## src/design/tile_pkg.sv

```systemverilog
// Tile layer package with register map, control bit positions, widths and bank type
`default_nettype none

package tile_pkg;

  // Register bank geometry
  localparam int num_tile_layers = 4;
  localparam int num_tile_regs = 8;
  localparam int reg_data_width = 16;
  localparam int layer_sel_width = $clog2(num_tile_layers);
  localparam int reg_sel_width = $clog2(num_tile_regs);
  // Upper address bits select the layer, lower bits the register
  localparam int reg_addr_width = layer_sel_width + reg_sel_width;

  // Video side widths and tile map geometry
  localparam int vram_addr_width = 16;
  localparam int coord_width = 10;
  localparam int tile_map_cols = 32;
  localparam int tile_map_rows = 32;
  localparam int tile_map_col_bits = $clog2(tile_map_cols);
  localparam int tile_map_row_bits = $clog2(tile_map_rows);
  // Smallest tile is 8 pixels, so size code n shifts by 3 + n
  localparam int tile_base_shift = 3;
  localparam int tile_data_offset_shift = 4;

  // Register indices within one layer; index 7 is reserved storage
  localparam int tile_ctrl0 = 0;
  localparam int tile_ctrl1 = 1;
  localparam int tile_data_offset = 2;
  localparam int tile_nop_value = 3;
  localparam int tile_color_key = 4;
  localparam int tile_offset_x = 5;
  localparam int tile_offset_y = 6;

  // Bit positions in ctrl0
  localparam int layer_enabled = 0;
  localparam int enable_8bit = 1;
  localparam int enable_nop = 2;
  localparam int enable_scroll = 3;
  localparam int enable_transp = 4;
  localparam int enable_alpha = 5;
  localparam int enable_color = 6;
  localparam int enable_wrap_x = 7;
  localparam int enable_wrap_y = 8;
  localparam int enable_flip = 9;
  localparam int shift_data_offset = 10;

  // Tile size fields in ctrl1
  localparam int tile_hsize_lsb = 0;
  localparam int tile_hsize_msb = 1;
  localparam int tile_vsize_lsb = 4;
  localparam int tile_vsize_msb = 5;

  typedef enum logic [1:0] {
    size_8  = 2'd0,
    size_16 = 2'd1,
    size_32 = 2'd2,
    size_64 = 2'd3
  } tile_size_t;

  // All registers of all layers, indexed as bank[layer][register]
  typedef logic [num_tile_layers-1:0][num_tile_regs-1:0][reg_data_width-1:0] tile_reg_bank_t;

endpackage

`default_nettype wire

```

## src/design/tile_layer_if.sv

```systemverilog
// Tile layer field bundle carrying one layer's decoded settings to the address generator
`timescale 1ns/1ns
`default_nettype none

interface tile_layer_if;
  import tile_pkg::*;

  logic                       layer_enabled;
  logic                       enable_scroll;
  logic                       enable_wrap_x;
  logic                       enable_wrap_y;
  tile_size_t                 tile_hsize;
  tile_size_t                 tile_vsize;
  // One bit wider than a VRAM address so a shifted offset keeps its top bit
  logic [vram_addr_width:0]   data_offset;
  logic [reg_data_width-1:0]  offset_x;
  logic [reg_data_width-1:0]  offset_y;

  modport decoder (
    output layer_enabled, enable_scroll, enable_wrap_x, enable_wrap_y,
    output tile_hsize, tile_vsize, data_offset, offset_x, offset_y
  );

  modport addr_gen (
    input layer_enabled, enable_scroll, enable_wrap_x, enable_wrap_y,
    input tile_hsize, tile_vsize, data_offset, offset_x, offset_y
  );

endinterface

`default_nettype wire

```

## src/design/tile_addr_gen.sv

```systemverilog
// Tile map address generator, a two stage pipeline from screen pixel to VRAM address
`timescale 1ns/1ns
`default_nettype none

module tile_addr_gen (
  input  wire logic                                 clk,
  input  wire logic                                 reset,
  input  wire logic                                 px_valid,
  input  wire logic [tile_pkg::coord_width-1:0]     screen_x,
  input  wire logic [tile_pkg::coord_width-1:0]     screen_y,
  tile_layer_if.addr_gen                            fields,
  output      logic                                 addr_valid,
  output      logic                                 addr_blank,
  output      logic [tile_pkg::vram_addr_width-1:0] tile_addr
);
  import tile_pkg::*;

  logic [reg_data_width-1:0]    scroll_x;
  logic [reg_data_width-1:0]    scroll_y;

  // Stage 1 state
  logic                         s1_valid;
  logic [reg_data_width-1:0]    s1_x;
  logic [reg_data_width-1:0]    s1_y;
  logic                         s1_enabled;
  logic                         s1_wrap_x;
  logic                         s1_wrap_y;
  tile_size_t                   s1_hsize;
  tile_size_t                   s1_vsize;
  logic [vram_addr_width:0]     s1_data_offset;

  // Stage 2 combinational terms
  logic [2:0]                   x_shift;
  logic [2:0]                   y_shift;
  logic [reg_data_width-1:0]    col_full;
  logic [reg_data_width-1:0]    row_full;
  logic [tile_map_col_bits-1:0] col_idx;
  logic [tile_map_row_bits-1:0] row_idx;
  logic                         blank_x;
  logic                         blank_y;
  logic                         blank;
  logic [vram_addr_width:0]     full_addr;

  // Scroll offsets are added at register width, so the sum wraps at 16 bits
  assign scroll_x = fields.enable_scroll ?
                    reg_data_width'(screen_x) + fields.offset_x : reg_data_width'(screen_x);
  assign scroll_y = fields.enable_scroll ?
                    reg_data_width'(screen_y) + fields.offset_y : reg_data_width'(screen_y);

  always_ff @(posedge clk) begin
    if (reset) begin
      s1_valid <= 1'b0;
    end else begin
      s1_valid <= px_valid;
    end
  end

  // Fields are captured with the coordinate so a later register write cannot disturb it
  always_ff @(posedge clk) begin
    s1_x           <= scroll_x;
    s1_y           <= scroll_y;
    s1_enabled     <= fields.layer_enabled;
    s1_wrap_x      <= fields.enable_wrap_x;
    s1_wrap_y      <= fields.enable_wrap_y;
    s1_hsize       <= fields.tile_hsize;
    s1_vsize       <= fields.tile_vsize;
    s1_data_offset <= fields.data_offset;
  end

  // A size code n means tiles of 8 << n pixels
  assign x_shift  = 3'(tile_base_shift) + {1'b0, s1_hsize};
  assign y_shift  = 3'(tile_base_shift) + {1'b0, s1_vsize};
  assign col_full = s1_x >> x_shift;
  assign row_full = s1_y >> y_shift;

  // The map is a power of two wide and tall, so wrapping keeps the low bits
  assign col_idx = col_full[tile_map_col_bits-1:0];
  assign row_idx = row_full[tile_map_row_bits-1:0];
  assign blank_x = (col_full >= reg_data_width'(tile_map_cols)) && !s1_wrap_x;
  assign blank_y = (row_full >= reg_data_width'(tile_map_rows)) && !s1_wrap_y;
  assign blank   = !s1_enabled || blank_x || blank_y;

  assign full_addr = s1_data_offset
                   + (vram_addr_width + 1)'(row_idx * tile_map_cols)
                   + (vram_addr_width + 1)'(col_idx);

  always_ff @(posedge clk) begin
    if (reset) begin
      addr_valid <= 1'b0;
    end else begin
      addr_valid <= s1_valid;
    end
  end

  always_ff @(posedge clk) begin
    addr_blank <= blank;
    tile_addr  <= blank ? '0 : full_addr[vram_addr_width-1:0];
  end

endmodule

`default_nettype wire

```

## src/design/tile_engine.sv

```systemverilog
// Tile engine front end joining the register bank, field decoder and address generator
`timescale 1ns/1ns
`default_nettype none

module tile_engine (
  input  wire logic                                 clk,
  input  wire logic                                 reset,
  // Host register bus
  input  wire logic                                 reg_write,
  input  wire logic                                 reg_read,
  input  wire logic [tile_pkg::reg_addr_width-1:0]  reg_addr,
  input  wire logic [tile_pkg::reg_data_width-1:0]  reg_wdata,
  output      logic [tile_pkg::reg_data_width-1:0]  reg_rdata,
  // Pixel requests in, tile map addresses out two cycles later
  input  wire logic                                 px_valid,
  input  wire logic [tile_pkg::layer_sel_width-1:0] px_layer,
  input  wire logic [tile_pkg::coord_width-1:0]     screen_x,
  input  wire logic [tile_pkg::coord_width-1:0]     screen_y,
  output      logic                                 addr_valid,
  output      logic                                 addr_blank,
  output      logic [tile_pkg::vram_addr_width-1:0] tile_addr
);
  import tile_pkg::*;

  tile_reg_bank_t reg_bank;

  tile_layer_if layer_fields ();

  tile_reg_file u_reg_file (
    .clk       (clk),
    .reset     (reset),
    .reg_write (reg_write),
    .reg_read  (reg_read),
    .reg_addr  (reg_addr),
    .reg_wdata (reg_wdata),
    .reg_rdata (reg_rdata),
    .reg_bank  (reg_bank)
  );

  // The decoder follows px_layer directly, in the request cycle
  tile_reg_decoder u_decoder (
    .current_layer (px_layer),
    .reg_bank      (reg_bank),
    .fields        (layer_fields.decoder)
  );

  tile_addr_gen u_addr_gen (
    .clk        (clk),
    .reset      (reset),
    .px_valid   (px_valid),
    .screen_x   (screen_x),
    .screen_y   (screen_y),
    .fields     (layer_fields.addr_gen),
    .addr_valid (addr_valid),
    .addr_blank (addr_blank),
    .tile_addr  (tile_addr)
  );

endmodule

`default_nettype wire

```

## src/design/tile_reg_decoder.sv

```systemverilog
// Tile register decoder that picks one layer and splits out its control fields
`timescale 1ns/1ns
`default_nettype none

module tile_reg_decoder (
  input wire logic [tile_pkg::layer_sel_width-1:0] current_layer,
  input wire tile_pkg::tile_reg_bank_t             reg_bank,
  tile_layer_if.decoder                            fields
);
  import tile_pkg::*;

  logic [reg_data_width-1:0]  ctrl0;
  logic [reg_data_width-1:0]  ctrl1;
  logic [reg_data_width-1:0]  data_offset_reg;
  logic [vram_addr_width:0]   raw_offset;

  // Registers of the selected layer
  assign ctrl0           = reg_bank[current_layer][tile_ctrl0];
  assign ctrl1           = reg_bank[current_layer][tile_ctrl1];
  assign data_offset_reg = reg_bank[current_layer][tile_data_offset];

  assign fields.layer_enabled = ctrl0[layer_enabled];
  assign fields.enable_scroll = ctrl0[enable_scroll];
  assign fields.enable_wrap_x = ctrl0[enable_wrap_x];
  assign fields.enable_wrap_y = ctrl0[enable_wrap_y];

  assign fields.tile_hsize = tile_size_t'(ctrl1[tile_hsize_msb:tile_hsize_lsb]);
  assign fields.tile_vsize = tile_size_t'(ctrl1[tile_vsize_msb:tile_vsize_lsb]);

  // Shifted offsets lose any bits above the widened offset field
  assign raw_offset = (vram_addr_width + 1)'(data_offset_reg);
  assign fields.data_offset = ctrl0[shift_data_offset] ?
                              (raw_offset << tile_data_offset_shift) : raw_offset;

  assign fields.offset_x = reg_bank[current_layer][tile_offset_x];
  assign fields.offset_y = reg_bank[current_layer][tile_offset_y];

endmodule

`default_nettype wire

```

## src/design/tile_reg_file.sv

```systemverilog
// Tile layer register bank with host strobe writes and registered readback
`timescale 1ns/1ns
`default_nettype none

module tile_reg_file (
  input  wire logic                                clk,
  input  wire logic                                reset,
  input  wire logic                                reg_write,
  input  wire logic                                reg_read,
  input  wire logic [tile_pkg::reg_addr_width-1:0] reg_addr,
  input  wire logic [tile_pkg::reg_data_width-1:0] reg_wdata,
  output      logic [tile_pkg::reg_data_width-1:0] reg_rdata,
  output      tile_pkg::tile_reg_bank_t            reg_bank
);
  import tile_pkg::*;

  logic [layer_sel_width-1:0] addr_layer;
  logic [reg_sel_width-1:0]   addr_reg;

  // Layer in the upper address bits, register index in the lower ones
  assign addr_layer = reg_addr[reg_addr_width-1:reg_sel_width];
  assign addr_reg   = reg_addr[reg_sel_width-1:0];

  // All registers come up as zero, which leaves every layer disabled
  always_ff @(posedge clk) begin
    if (reset) begin
      reg_bank <= '0;
    end else if (reg_write) begin
      reg_bank[addr_layer][addr_reg] <= reg_wdata;
    end
  end

  // A read in the same cycle as a write to the same register sees the old value
  always_ff @(posedge clk) begin
    if (reset) begin
      reg_rdata <= '0;
    end else if (reg_read) begin
      reg_rdata <= reg_bank[addr_layer][addr_reg];
    end
  end

endmodule

`default_nettype wire

```

## config.mk

```make
export PLATFORM = sky130hd
export DESIGN_NAME = tile_engine
export DESIGN_NICKNAME = d
export VERILOG_FILES = /design/src/design/tile_pkg.sv /design/src/design/tile_layer_if.sv /design/src/design/tile_addr_gen.sv /design/src/design/tile_engine.sv /design/src/design/tile_reg_decoder.sv /design/src/design/tile_reg_file.sv
export SDC_FILE = /design/constraint.sdc
export NUM_CORES = 2
export LEC_CHECK = 0
export BUFFER_PORTS_ARGS = -buffer_cell sky130_fd_sc_hd__clkbuf_2
export CAP_MARGIN = 40
export CORE_UTILIZATION = 43
export DETAILED_ROUTE_END_ITERATION = 10
export GPL_TIMING_DRIVEN = 0
export HOLD_SLACK_MARGIN = 0.06
export PLACE_DENSITY_LB_ADDON = 0.08
export SETUP_SLACK_MARGIN = 0.4
export SLEW_MARGIN = 10
export SYNTH_ARGS = -nofsm -noshare
export SYNTH_HDL_FRONTEND = slang
export SYNTH_SLANG_ARGS = --single-unit
```

## constraint.sdc

```tcl
create_clock -name clk -period 5.7 [get_ports clk]
set_input_delay 1.71 -clock clk [delete_from_list [all_inputs] [get_ports clk]]
set_output_delay 1.71 -clock clk [all_outputs]
set_load 0.03 [all_outputs]
```

==> qor.yml <==
status: "complete, but fails checks"
violations: "design-rule violations"
row_count: 92
synthDominantCellAreaShare: 0.436
grt_first_pass_wirelength_um: 179000
irDropWorstVdd_v: 0.000220
static-leakage-power_nw: 10.8
min_path_type: "reg2reg"
cp.arrival_ns: 5.72
clock-skew-final_ns: 0.0205
start_util: 0.434
routabilityCongestion: 1.05
p_comb_frac: 0.085
setup-violations-final: 0
cts.hold.buffers_added: 0
max_freq_mhz: 191
dr.pass1.iters: 9
synth_seq_area_share: 0.436
port_buffers: 77
synth_area_leaders: "dfxtp_1 44%, mux4_2 17%, nand2_1 15%"
ant_nets: 0
clk_path_buf_depth: 3
cts_htree_levels: 3
internal-power_mw: 7.33
grt_antenna_before_repair: 13
synth-main-ff-cell: "dfxtp_1"
seq_power_share: 0.432
synth_largest_area_cell: "dfxtp_1"
synth_warn: 0
slew_headroom: 0.318
vias: 25700
finalCoreUtilization: 0.504
yosysMostFrequentCell: "nand2_1"
post_cts_buffers: 0
period_share: 0.916
final_cell_count_no_fill: 4175
dieArea_um2: 64600
clock_latency_on_the_worst_skew_pair_ns: 0.61
synthesis.instances: 3089
syn-mean-instance-area_um2: 8.85
synth_async_sr_flop_share: 0
worstPathMaxFanout: 10
ys_types: 63
drt_wl_total_um: 130000
worst_ep_required_time_ns: 6.20
io_pins: 82
power_switching_share: 0.254
fin_nets: 3355
synthesis.area_um2: 27400
first_global_vias: 23900
ratio_of_cells_with_drive_above_1_in_the_final_layout: 0.169
postSynthRegisterBits: 596
dr.first_iter.drc_count: 3048
synth-edff-count: 0
p_sw_mw: 2.50
grt_overflow_total: 0
cts-buffers-inserted: 70
setup_total_negative_slack_ns: 0
clk_pin_slew_worst_paths_ns: 0.06
finalCriticalPeriod_ns: 5.22
synth.top_cells.by_count: "1097 x nand2_1, 596 x dfxtp_1, 537 x a21oi_1"
design_power_total_mw: 9.83
gr-usage-all-layers: 0.402
floorplan.core_area_um2: 63000
route.detailed.vias_per_inst: 6.14
cts_tree: "built"
timing.max_cap.violations: 0
dp_hpwl_um: 95800
worst_slew_pin_slew_ns: 1.02
routed_wire_length_per_instance_um: 31.1
syn2layout_area_growth_pct: 16.0
hold_viol: 0
slew_viol_final: 0
fp.dieW_um: 254
synthesis.nets: 3166
power.density_cell_area_nw_per_um2: 310
clkSinkCount: 596
path_class: "in2reg"
grt_max_degree: 16
drc: 2
clk_root_buffer_cell: "clkbuf_16"
rsz0062_at_grt: "false"
dp.cells: 4053
dieHeight_um: 254
cts.repair.resized: 2
p_clk_frac: 0.483
end_kind: "flop"
startpoint_type_of_the_worst_setup_path: "primary input"
logic make-up after synthesis:
family / share of synthesized area
AO/OA/AOI/OAI: 0.128
XOR/XNOR: 0.00736
buffers and inverters: 0.0439
AND/OR/NAND/NOR: 0.182
multiplexers: 0.189
flip-flops: 0.436
adder cells (fa/ha/maj): 0.0135
placed cells by master, fill, tap and decap left out, types with 9 or more instances in the layout:
| cell | count |
|---|---|
| nand2_1 | 1097 |
| dfxtp_1 | 596 |
| a21oi_1 | 537 |
| mux4_2 | 204 |
| clkbuf_1 | 160 |
| clkbuf_2 | 102 |
| clkbuf_16 | 73 |
| nor2_1 | 70 |
| buf_2 | 45 |
| o21ai_0 | 36 |
| buf_6 | 29 |
| ha_1 | 28 |
| mux2i_1 | 26 |
| mux2_2 | 25 |
| nand3_1 | 24 |
| buf_4 | 19 |
| inv_1 | 18 |
| buf_8 | 18 |
| xor2_1 | 13 |
| nor3_1 | 13 |
| xnor2_1 | 10 |
| buf_1 | 10 |
| and2_1 | 10 |
| a211oi_1 | 10 |
| bufinv_16 | 10 |
| nor2b_1 | 9 |
| nand2b_1 | 9 |
| a22oi_1 | 9 |
through the flow:
step	worst slack, ns	area (um2)	hold slack (ns)
2_1_floorplan	0.701	27400	0.414
3_3_place_gp	-1.01	28800	0.417
3_5_place_dp	-0.526	29300	0.427
4_1_cts	0.471	31700	0.440
5_1_grt	0.404	31700	0.466
6_report	0.477	31700	0.434
metal layers:
metal | vias to the layer above | share of wire | track usage
met5 | - | 0.00056 | 0
met4 | 10 | 0.068 | 0.244
met3 | 381 | 0.10 | 0.0834
met2 | 1638 | 0.44 | 0.619
met1 | 12600 | 0.38 | 0.519
li1 | 11000 | - | -
cell type report:
| cell class | count | area (um2) |
|---|---|---|
| Clock inverter | 21 | 365 |
| Fill cell | 6035 | 31200 |
| Tap cell | 846 | 1060 |
| Timing Repair Buffer | 118 | 900 |
| Buffer | 250 | 1160 |
| Multi-Input combinational cell | 2223 | 14200 |
| Antenna cell | 4 | 10.0 |
| Inverter | 19 | 71.3 |
| Clock buffer | 98 | 2000 |
| Sequential cell | 596 | 11900 |
power groups by stage:
stage / Combinational [mW] / Clock [mW] / Sequential [mW]
after floorplan: 0.386 / 0 / 4.33
after global placement: 0.765 / 0 / 4.33
after detailed placement: 0.807 / 0 / 4.33
after CTS: 0.809 / 4.76 / 4.24
after global routing: 0.843 / 4.93 / 4.24
final: 0.838 / 4.75 / 4.24
path summary, 6_finish.rpt:
check                            startpoint                                   to  slack (ns)  cells past startpoint
max reg2reg  u_addr_gen.s1_hsize[1]$_DFF_P_  u_addr_gen.tile_addr[11]$_SDFF_PP0_        2.18                     11
max                             px_layer[1]           u_addr_gen.s1_y[9]$_DFF_P_        0.48                     14
min reg2reg  u_addr_gen.s1_valid$_SDFF_PP0_     u_addr_gen.addr_valid$_SDFF_PP0_        0.43                      1
min          u_addr_gen.s1_valid$_SDFF_PP0_     u_addr_gen.addr_valid$_SDFF_PP0_        0.43                      1
flip-flops by register name, summed over array words and instances (netlist names), 2 cells and up:
signal,flops
u_addr_gen.s1_vsize,2
u_addr_gen.s1_data_offset,16
u_addr_gen.tile_addr,16
u_addr_gen.s1_y,13
u_reg_file.reg_rdata,16
u_addr_gen.s1_x,13
u_reg_file.reg_bank,512
u_addr_gen.s1_hsize,2
worst max-delay path, stage by stage:
cell and delay [ns]:
clkbuf_2 0.29, buf_4 0.33, buf_4 0.30, clkbuf_2 0.34
buf_1 0.37, buf_6 0.23, mux4_2 0.38, ha_1 0.35
and4_1 0.21, a221oi_2 0.34, o21bai_1 0.16, a311o_1 0.35
xnor2_1 0.12, o21ai_0 0.21
Note: power is estimated with default switching activity, not from simulation.
